**config.mk**
```make
export PLATFORM = sky130hd
export DESIGN_NAME = line_follower_top
export DESIGN_NICKNAME = d
export VERILOG_FILES = /design/src/line_follower_pkg.sv /design/src/steer_config_regs.sv /design/src/line_steering.sv /design/src/motor_pwm.sv /design/src/line_follower_top.sv
export VERILOG_INCLUDE_DIRS = /design/src /design/src/include
export SDC_FILE = /design/constraint.sdc
export NUM_CORES = 1
export LEC_CHECK = 0
export BUFFER_PORTS_ARGS = -buffer_cell sky130_fd_sc_hd__buf_2
export CAP_MARGIN = 20
export CORE_UTILIZATION = 42
export CTS_CLUSTER_DIAMETER = 80
export CTS_CLUSTER_SIZE = 20
export DETAILED_ROUTE_END_ITERATION = 10
export GPL_TIMING_DRIVEN = 0
export PLACE_DENSITY = 0.62
export REMOVE_ABC_BUFFERS = 1
export SYNTH_ARGS = -nofsm -noshare
export SYNTH_HDL_FRONTEND = slang
export SYNTH_SLANG_ARGS = --single-unit
```
**constraint.sdc**
```tcl
create_clock -name clk_3125 -period 4.88 [get_ports clk_3125]
set_input_delay 0.244 -clock clk_3125 [delete_from_list [all_inputs] [get_ports clk_3125]]
set_output_delay 0.244 -clock clk_3125 [all_outputs]
set_load 0.01 [all_outputs]
```
**src/include/line_follower_defs.svh**
```systemverilog
`ifndef LINE_FOLLOWER_DEFS_SVH
`define LINE_FOLLOWER_DEFS_SVH

// one reflectance reading from the converter
`define LF_SENSOR_W 12

// motor duty value, also sets the pwm resolution
`define LF_DUTY_W 4

// node counter, wraps on overflow
`define LF_COUNT_W 8

// pwm period in clk_3125 cycles, 2**LF_DUTY_W
`define LF_PWM_STEPS 16

// threshold defaults loaded on reset
`define LF_NODE_LEVEL_RST 12'd1000
`define LF_ON_LEVEL_RST 12'd500
`define LF_OFF_LEVEL_RST 12'd200

// duty defaults loaded on reset
`define LF_DUTY_FAST_RST 4'd8
`define LF_DUTY_SLOW_RST 4'd3

`endif

```
**src/line_follower_pkg.sv**
```systemverilog
`include "line_follower_defs.svh"

package line_follower_pkg;

	// one sample of the three line sensors
	typedef struct packed {
		logic [`LF_SENSOR_W-1:0] left;
		logic [`LF_SENSOR_W-1:0] middle;
		logic [`LF_SENSOR_W-1:0] right;
	} sensor_frame_t;

	// live thresholds and duty levels
	typedef struct packed {
		logic [`LF_SENSOR_W-1:0] node_level;
		logic [`LF_SENSOR_W-1:0] on_level;
		logic [`LF_SENSOR_W-1:0] off_level;
		logic [`LF_DUTY_W-1:0]   duty_fast;
		logic [`LF_DUTY_W-1:0]   duty_slow;
	} steer_cfg_t;

	// h-bridge direction pairs plus duty per motor
	typedef struct packed {
		logic                  m1_a;
		logic                  m1_b;
		logic                  m2_a;
		logic                  m2_b;
		logic [`LF_DUTY_W-1:0] dc1;
		logic [`LF_DUTY_W-1:0] dc2;
	} motor_cmd_t;

	// steering states, stop only after reset
	typedef enum logic [2:0] {
		MODE_STOP        = 3'd0,
		MODE_STRAIGHT    = 3'd1,
		MODE_PIVOT_RIGHT = 3'd2,
		MODE_PIVOT_LEFT  = 3'd3,
		MODE_NODE_TURN   = 3'd4
	} steer_mode_e;

	// config register opcodes, codes 5..7 unused
	typedef enum logic [2:0] {
		CFG_NODE_LEVEL = 3'd0,
		CFG_ON_LEVEL   = 3'd1,
		CFG_OFF_LEVEL  = 3'd2,
		CFG_DUTY_FAST  = 3'd3,
		CFG_DUTY_SLOW  = 3'd4
	} cfg_addr_e;

endpackage

```
**src/steer_config_regs.sv**
```systemverilog
`include "line_follower_defs.svh"

module steer_config_regs (
	input  logic                          clk_3125,
	input  logic                          reset,
	input  logic                          cfg_write,
	input  line_follower_pkg::cfg_addr_e  cfg_addr,
	input  logic [`LF_SENSOR_W-1:0]       cfg_wdata,
	output line_follower_pkg::steer_cfg_t cfg
);

	// one field per opcode, new value seen the cycle after the write
	always_ff @(posedge clk_3125) begin
		if (reset) begin
			cfg.node_level <= `LF_NODE_LEVEL_RST;
			cfg.on_level   <= `LF_ON_LEVEL_RST;
			cfg.off_level  <= `LF_OFF_LEVEL_RST;
			cfg.duty_fast  <= `LF_DUTY_FAST_RST;
			cfg.duty_slow  <= `LF_DUTY_SLOW_RST;
		end else if (cfg_write) begin
			case (cfg_addr)
				// thresholds take the full word
				line_follower_pkg::CFG_NODE_LEVEL: begin
					cfg.node_level <= cfg_wdata;
				end
				line_follower_pkg::CFG_ON_LEVEL: begin
					cfg.on_level <= cfg_wdata;
				end
				line_follower_pkg::CFG_OFF_LEVEL: begin
					cfg.off_level <= cfg_wdata;
				end
				// duties keep only the low bits
				line_follower_pkg::CFG_DUTY_FAST: begin
					cfg.duty_fast <= cfg_wdata[`LF_DUTY_W-1:0];
				end
				line_follower_pkg::CFG_DUTY_SLOW: begin
					cfg.duty_slow <= cfg_wdata[`LF_DUTY_W-1:0];
				end
				// unused opcodes leave every field alone
				default: begin
				end
			endcase
		end
	end

	// configuration only moves on a write strobe
	a_cfg_stable: assert property (
		@(posedge clk_3125) disable iff (reset)
		!cfg_write |=> $stable(cfg)
	);

endmodule

```
**src/line_steering.sv**
```systemverilog
`include "line_follower_defs.svh"

module line_steering (
	input  logic                            clk_3125,
	input  logic                            reset,
	input  logic                            sample_valid,
	input  line_follower_pkg::sensor_frame_t sample,
	input  line_follower_pkg::steer_cfg_t   cfg,
	output line_follower_pkg::motor_cmd_t   cmd,
	output line_follower_pkg::steer_mode_e  mode,
	output logic                            node_flag,
	output logic [`LF_COUNT_W-1:0]          node_count
);

	// threshold compares on the incoming frame
	logic all_high;
	logic turn_right;
	logic turn_left;
	logic centred;

	// next state of every output register
	line_follower_pkg::motor_cmd_t  cmd_nxt;
	line_follower_pkg::steer_mode_e mode_nxt;
	logic                           flag_nxt;
	logic [`LF_COUNT_W-1:0]         count_nxt;

	// node crossing, every sensor on the line
	assign all_high = (sample.left > cfg.node_level) &&
		(sample.middle > cfg.node_level) &&
		(sample.right > cfg.node_level);

	// line drifted under the right sensor
	assign turn_right = (sample.right > cfg.on_level) && (sample.left < cfg.off_level);

	// line drifted under the left sensor
	assign turn_left = (sample.left > cfg.on_level) && (sample.right < cfg.off_level);

	// only the middle sensor sees the line
	assign centred = (sample.left < cfg.off_level) &&
		(sample.middle > cfg.on_level) &&
		(sample.right < cfg.off_level);

	// priority tree, first match wins, no match holds
	always_comb begin
		cmd_nxt   = cmd;
		mode_nxt  = mode;
		flag_nxt  = node_flag;
		count_nxt = node_count;
		if (all_high && !node_flag) begin
			// spin right at the node, count it once
			mode_nxt  = line_follower_pkg::MODE_NODE_TURN;
			cmd_nxt   = '{m1_a: 1'b1, m1_b: 1'b0, m2_a: 1'b0, m2_b: 1'b1,
				dc1: cfg.duty_fast, dc2: cfg.duty_slow};
			flag_nxt  = 1'b1;
			count_nxt = node_count + 1'b1;
		end else if (turn_right) begin
			// m1 forward fast, m2 reverse slow
			mode_nxt = line_follower_pkg::MODE_PIVOT_RIGHT;
			cmd_nxt  = '{m1_a: 1'b1, m1_b: 1'b0, m2_a: 1'b0, m2_b: 1'b1,
				dc1: cfg.duty_fast, dc2: cfg.duty_slow};
		end else if (turn_left) begin
			// mirror of the right pivot
			mode_nxt = line_follower_pkg::MODE_PIVOT_LEFT;
			cmd_nxt  = '{m1_a: 1'b0, m1_b: 1'b1, m2_a: 1'b1, m2_b: 1'b0,
				dc1: cfg.duty_slow, dc2: cfg.duty_fast};
		end else if (centred) begin
			// back on the line, rearm node detection
			mode_nxt = line_follower_pkg::MODE_STRAIGHT;
			cmd_nxt  = '{m1_a: 1'b1, m1_b: 1'b0, m2_a: 1'b1, m2_b: 1'b0,
				dc1: cfg.duty_fast, dc2: cfg.duty_fast};
			flag_nxt = 1'b0;
		end
	end

	// outputs only move on a sample strobe
	always_ff @(posedge clk_3125) begin
		if (reset) begin
			cmd        <= '0;
			mode       <= line_follower_pkg::MODE_STOP;
			node_flag  <= 1'b0;
			node_count <= '0;
		end else if (sample_valid) begin
			cmd        <= cmd_nxt;
			mode       <= mode_nxt;
			node_flag  <= flag_nxt;
			node_count <= count_nxt;
		end
	end

	// a bridge is never driven both ways
	a_no_shoot_through: assert property (
		@(posedge clk_3125) disable iff (reset)
		!(cmd.m1_a && cmd.m1_b) && !(cmd.m2_a && cmd.m2_b)
	);

	// count moves only together with a fresh node latch
	a_count_on_node: assert property (
		@(posedge clk_3125) disable iff (reset)
		(node_count != $past(node_count)) && !$past(reset) |-> $rose(node_flag)
	);

endmodule

```
**src/motor_pwm.sv**
```systemverilog
`include "line_follower_defs.svh"

module motor_pwm (
	input  logic                          clk_3125,
	input  logic                          reset,
	input  line_follower_pkg::motor_cmd_t cmd,
	output logic                          pwm1,
	output logic                          pwm2
);

	// last count value of one pwm period
	localparam logic [`LF_DUTY_W-1:0] pwm_last = `LF_DUTY_W'(`LF_PWM_STEPS - 1);

	// free-running period counter
	logic [`LF_DUTY_W-1:0] pwm_cnt;

	always_ff @(posedge clk_3125) begin
		if (reset) begin
			pwm_cnt <= '0;
		end else if (pwm_cnt == pwm_last) begin
			pwm_cnt <= '0;
		end else begin
			pwm_cnt <= pwm_cnt + 1'b1;
		end
	end

	// high for dc counts out of each period
	always_ff @(posedge clk_3125) begin
		if (reset) begin
			pwm1 <= 1'b0;
			pwm2 <= 1'b0;
		end else begin
			pwm1 <= (pwm_cnt < cmd.dc1);
			pwm2 <= (pwm_cnt < cmd.dc2);
		end
	end

	// zero duty keeps the enable low on the next cycle
	a_pwm1_off: assert property (
		@(posedge clk_3125) disable iff (reset)
		(cmd.dc1 == '0) |=> !pwm1
	);

	a_pwm2_off: assert property (
		@(posedge clk_3125) disable iff (reset)
		(cmd.dc2 == '0) |=> !pwm2
	);

endmodule

```
**src/line_follower_top.sv**
```systemverilog
`include "line_follower_defs.svh"

module line_follower_top (
	input  logic                            clk_3125,
	input  logic                            reset,
	input  logic                            sample_valid,
	input  line_follower_pkg::sensor_frame_t sample,
	input  logic                            cfg_write,
	input  line_follower_pkg::cfg_addr_e    cfg_addr,
	input  logic [`LF_SENSOR_W-1:0]         cfg_wdata,
	output line_follower_pkg::motor_cmd_t   cmd,
	output line_follower_pkg::steer_mode_e  mode,
	output logic                            node_flag,
	output logic [`LF_COUNT_W-1:0]          node_count,
	output logic                            pwm1,
	output logic                            pwm2
);

	// live thresholds and duties
	line_follower_pkg::steer_cfg_t cfg;

	steer_config_regs u_cfg (
		.clk_3125  (clk_3125),
		.reset     (reset),
		.cfg_write (cfg_write),
		.cfg_addr  (cfg_addr),
		.cfg_wdata (cfg_wdata),
		.cfg       (cfg)
	);

	// decision logic, also feeds the pwm duties
	line_steering u_steer (
		.clk_3125     (clk_3125),
		.reset        (reset),
		.sample_valid (sample_valid),
		.sample       (sample),
		.cfg          (cfg),
		.cmd          (cmd),
		.mode         (mode),
		.node_flag    (node_flag),
		.node_count   (node_count)
	);

	motor_pwm u_pwm (
		.clk_3125 (clk_3125),
		.reset    (reset),
		.cmd      (cmd),
		.pwm1     (pwm1),
		.pwm2     (pwm2)
	);

endmodule

```
Word-level counts from Yosys, hierarchy flattened:

Index checks and enable logic that the tools add are counted.

* add/sub/neg operators: 2
* order comparisons: 10
* equality and inequality tests: 7
* mux-type cells: 12
* reduce and logical (&&, ||, !) cells: 20

Operator list (number)
* 12-bit greater-than comparator: 6
* 12-bit 2-to-1 mux: 4
* 12-bit less-than comparator: 2
* 2-bit AND reduction: 7
* 3-bit 2-to-1 mux: 4
* 8-bit by 1-bit adder with 8-bit output, second input constant: 1
* 4-bit less-than comparator: 2
* 1-bit logical AND: 7
* 3-bit by 2-bit equality test with 1-bit output, second input constant: 2
* 4-bit by 1-bit adder with 4-bit output, second input constant: 1
* 4-bit equality test, second input constant: 1
* 1-bit 2-to-1 mux: 4
* 2-bit inequality test, second input constant: 2
* 4-bit AND reduction: 1
* 4-bit nonzero test: 1
* 3-bit by 1-bit equality test with 1-bit output, second input constant: 1
* 3-bit equality test, second input constant: 1
* 3-bit logical NOT: 1
* 2-bit nonzero test: 1
* 2-bit OR reduction: 1
* 1-bit logical NOT: 1

* flip-flop bits (word level): 74
* bits of input ports: 55
* output and inout bits: 26
* word-level logic and storage cells: 68

Depth between registers and ports, before layout:

* word-level depth: 7
* depth in mapped cells: 11
* depth with buffers taken out: 10

Modules after synthesis:

Synthesis repeated with hierarchy kept, for this count alone.

* cell total of the unflattened synthesis: 585
* area, all modules: 5318.9 um2

By module, submodules not included
* line_steering: instances 1, cells each 376, area an instance 3174.3 um2, sequential area each 460.4 um2
* steer_config_regs: instances 1, cells each 172, area an instance 1795.5 um2, sequential area each 880.8 um2
* motor_pwm: instances 1, cells each 37, area an instance 349.1 um2, sequential area each 120.1 um2

Least setup slack after synthesis:

Ideal clock, no wire load.

* path kind: reg-to-reg
* from: reg, netlist name u_cfg.cfg[43]
* to: reg u_steer.node_count[4]
* setup time: 0.123 ns
* arrival: 2.358 ns
* setup slack: 2.398 ns
* stages on the path, launching flop included: 11
* cell sequence: dfxtp_1 > inv_1 > ha_1 > nand4_2 > nor3_4 > a211oi_2 > a311oi_4 > nand4_4 > nor2_2 > nand3_1 > mux2_1

* cells in the longest elaborated chain, start to end: 5

Ends and longest elaborated chain
* 12-bit greater-than comparator (on tied branches): line line_steering.sv:28, line_steering.sv:29
* 1-bit logical AND: line line_steering.sv:28 `assign all_high = (sample.left > cfg.node_level) &&`
* 1-bit logical AND *: line line_steering.sv:29 `(sample.middle > cfg.node_level) &&`
* 1-bit logical AND *: line line_steering.sv:49 `if (all_high && !node_flag) begin`
* 2-bit AND reduction (no source line) *
* end signal: assignment: line line_steering.sv:86 `node_count <= count_nxt;`
* end: declaration: line line_steering.sv:12 `` output logic [`LF_COUNT_W-1:0] node_count ``

Mark *: on every way between the ends. The rest lies on a longest branch, timed or not.
A chain may end at the register's enable or synchronous reset.

Worst setup path in the final report:

* from: reg, netlist name u_cfg.cfg[9]
* to: reg, netlist name u_steer.cmd[7]

* cells in the longest elaborated chain, start to end: 5

Ends and longest elaborated chain (line)
* 12-bit less-than comparator (on tied branches)
* 1-bit logical AND (on tied branches): line_steering.sv:36, line_steering.sv:39
* 12-bit 2-to-1 mux / 1-bit logical AND (equally long branches): line_steering.sv:61, line_steering.sv:40
* 12-bit 2-to-1 mux / 4-bit nonzero test (equally long branches)
* 12-bit 2-to-1 mux / 2-bit AND reduction (equally long branches)

Parallel ways exist; a longest one is shown, timed or not.

==> results.cfg <==
[power_and_ir_drop]
p_sw_uw = 456.5
peakVddDrop_uv = 114.9
p_seq_share_pct = 40.0
p_sw_share_pct = 28.31
power_density_nw_per_um2 = 271.4
combPwrFrac_pct = 20.5
clockPowerShare_pct = 39.5
power.leakage_uw = 0.002771
internal_power_uw = 1156

[cells_and_area]
area_growth_syn_to_layout_pct = 15.94
fin_nets = 826
antenna-diode-count = 0
n_fill_cell = 1105
drive_gt1_share_pct = 16.37

[detailed_routing]
vias = 4422
wirelength_um = 13500
routedWlPerCell_um = 16.57
vias_per_cell = 5.426
ant_nets = 0
first_pass_iters = 4
drc = 0
drtIter0Drc = 169

[synthesis]
synthCells = 593
synth_cell_types = 58
synth-edff-count = 0
ys_async_sr_fraction_pct = 0
syn_area_per_cell_um2 = 8.644
synth_seq_cells = 73
synth-adder-area-share_pct = 24.90
yosysWarnings = 0
synth_xor_area_share_pct = 1.025
synthMuxAreaShare_pct = 3.734
synth-main-ff-cell = dfxtp_1
synth-compound-area-share_pct = 19.31
synth_top_family_by_area = adder cells
ys_seq_area_share_pct = 28.51
netlist_area_um2 = 5126
synthSimpleGateAreaFrac_pct = 16.72

[grt]
grt_pass1_vias = 4362
antenna_found_initial = 0
grt_pass1_wl_um = 21870
grt_max_degree = 50
gr-total-overflow = 0
grt_usage_pct = 22.56

[sta]
tightest_slew_ps = 975.3
fin_worst_skew_ps = 5.898
finalHoldViolCount = 0
setup_viol = 0
clock.fmax_mhz = 318.7
slew_headroom_pct = 34.79
drv_slew = 0
rsz0062_at_grt = no
period_minus_slack_ps = 3138
setup_slack_ps = 1742
fin_crit_sh_pct = 64.29
fin_setup_tns_ps = 0
holdWs_ps = 144.0

[cts]
clk_latency_ps = 340
cts_sinks = 73
clkTransAtPathRegs_ps = 60
cts_hold_buf = 0
post_cts_buffers = 0
htree_levels = 3
root_buffer = clkbuf_16
cts_resized = 0
cts_max_path_buffers = 2
numCtsBuffers = 9
cts_tree = yes

[worst_setup_path]
worstPathRequired_ps = 5130
path_cells = inv_1 -> ha_1 -> a2111oi_0 -> o31ai_1 -> a31oi_1 -> a21oi_1 -> o211ai_2 -> nor2_1 -> a311oi_2
cp_max_fo = 22
worstPathArrival_ps = 3390
worst_setup_path_start_kind = register
critical_path_class = reg2reg
critPathMaxStageDelay_ps = 790
critPathCaptureType = register
crit_slowest_cell = o211ai_2

[floorplan]
start_util_pct = 43.95
dieWidth_um = 112.5
pin_count = 81
dieArea_um2 = 12650
die_h_um = 112.5
core-area_um2 = 11660
fp-row-count = 39

[min_path]
worstHoldPathType = in2reg

[flow_run]
maxCapViolations = 0

[place]
dp_hpwl_um = 10840
portBuffers = 80
gp_congestion = 0.8962
pre_cts_slack_ps = 1775

[status]
status = complete, no violations
[critical path, delay by kind of cell (launching register included)]
family | cells | cell delay [ps]
AO/OA/AOI/OAI | 6 | 2280
flip-flops | 1 | 320
adder cells (fa/ha/maj) | 1 | 270
AND/OR/NAND/NOR | 1 | 110
buffers and inverters | 1 | 70
[power groups by stage]
stage          Clock (uW)  Sequential (uW)  Combinational, uW
5_1_grt               672              650                374
2_1_floorplan           0              665                192
3_5_place_dp            0              659                328
3_3_place_gp            0              657                315
4_1_cts               647              646                332
6_report              636              646                331
[routing by layer]
metal | vias to the layer above | part of all wire [%] | GRT usage (%)
li1 | 2277 | - | -
met1 | 2010 | 46 | 28.63
met5 | - | 0 | 0
met2 | 111 | 47 | 38.10
met3 | 24 | 4.5 | 3.456
met4 | 0 | 2.7 | 9.600
[path summary, 6_finish.rpt]
check / startpoint / end / slack [ps] / depth (start not counted)
min reg2reg: u_cfg.cfg[17] / u_cfg.cfg[17] / 450 / 2
min: cfg_wdata[8] / u_cfg.cfg[40] / 140 / 2
max reg2reg: u_cfg.cfg[9] / u_steer.cmd[7] / 1740 / 9
max: u_cfg.cfg[9] / u_steer.cmd[7] / 1740 / 9
[Yosys cell counts (12+ instances only)]
cell      number  area share [%]
a211o_1       19             3.2
dfxtp_1       73              29
nor2_1        57             4.2
clkbuf_1      13            0.95
ha_1         102              25
inv_1         57             4.2
mux2i_1       18             3.5
a21o_1        12             1.8
a21oi_1       51             5.0
o21ai_0       14             1.4
nand2_1       61             4.5
[final cells by class]
cell class	count	area, um^2	area share (%)
clock inverters	3	43.79	0.7368
inverters	57	214.0	3.600
repair buffers	83	442.9	7.453
multi-input cells	445	3369	56.69
flip-flops and latches	73	1461	24.59
well taps	143	178.9	3.011
clock buffers	11	232.7	3.916
[flip-flops by register name, indices dropped and copies added (netlist names)]
signal and cells:
u_cfg.cfg 44, u_steer.cmd 11, u_steer.node_count 8, u_pwm.pwm_cnt 4, u_steer.mode 3, u_pwm.pwm1 1
u_pwm.pwm2 1, u_steer.node_flag 1
[logic make-up (layout without fill, tap and decap cells)]
group                      Yosys count  count (layout)
and+or+nand+nor                    178             178
AOI/OAI and AO/OA                  140             140
xor gates and xnor gates             6               6
DFF                                 73              73
adders and majority gates          102             102
muxes                               19              19
buffers and inverters               75             154
[layout by cell type, fill, tap and decap left out, drive strengths merged, types with 8 or more instances in the layout]
master / Yosys / routed
ha: 102 / 102
buf: 5 / 83
dfxtp: 73 / 73
nand2: 61 / 61
nor2: 58 / 58
inv: 57 / 57
a21oi: 51 / 51
a211o: 19 / 19
mux2i: 18 / 18
o21ai: 15 / 15
a21o: 12 / 12
nand4: 11 / 11
clkbuf: 13 / 11
a211oi: 10 / 10
nand3: 9 / 9
nor2b: 8 / 8
[per-stage QoR]
step / utilization [%] / cells / total power [uW] / cell area, um^2
final: 50.96 / 815 / 1613 / 5943
after global routing: 50.96 / 815 / 1695 / 5943
after CTS: 50.96 / 815 / 1626 / 5943
after detailed placement: 48.59 / 801 / 987.4 / 5667
after global placement: 48.20 / 798 / 971.7 / 5622
after floorplan: - / 575 / 856.9 / 5042
Power figures use the tool's default switching activity.
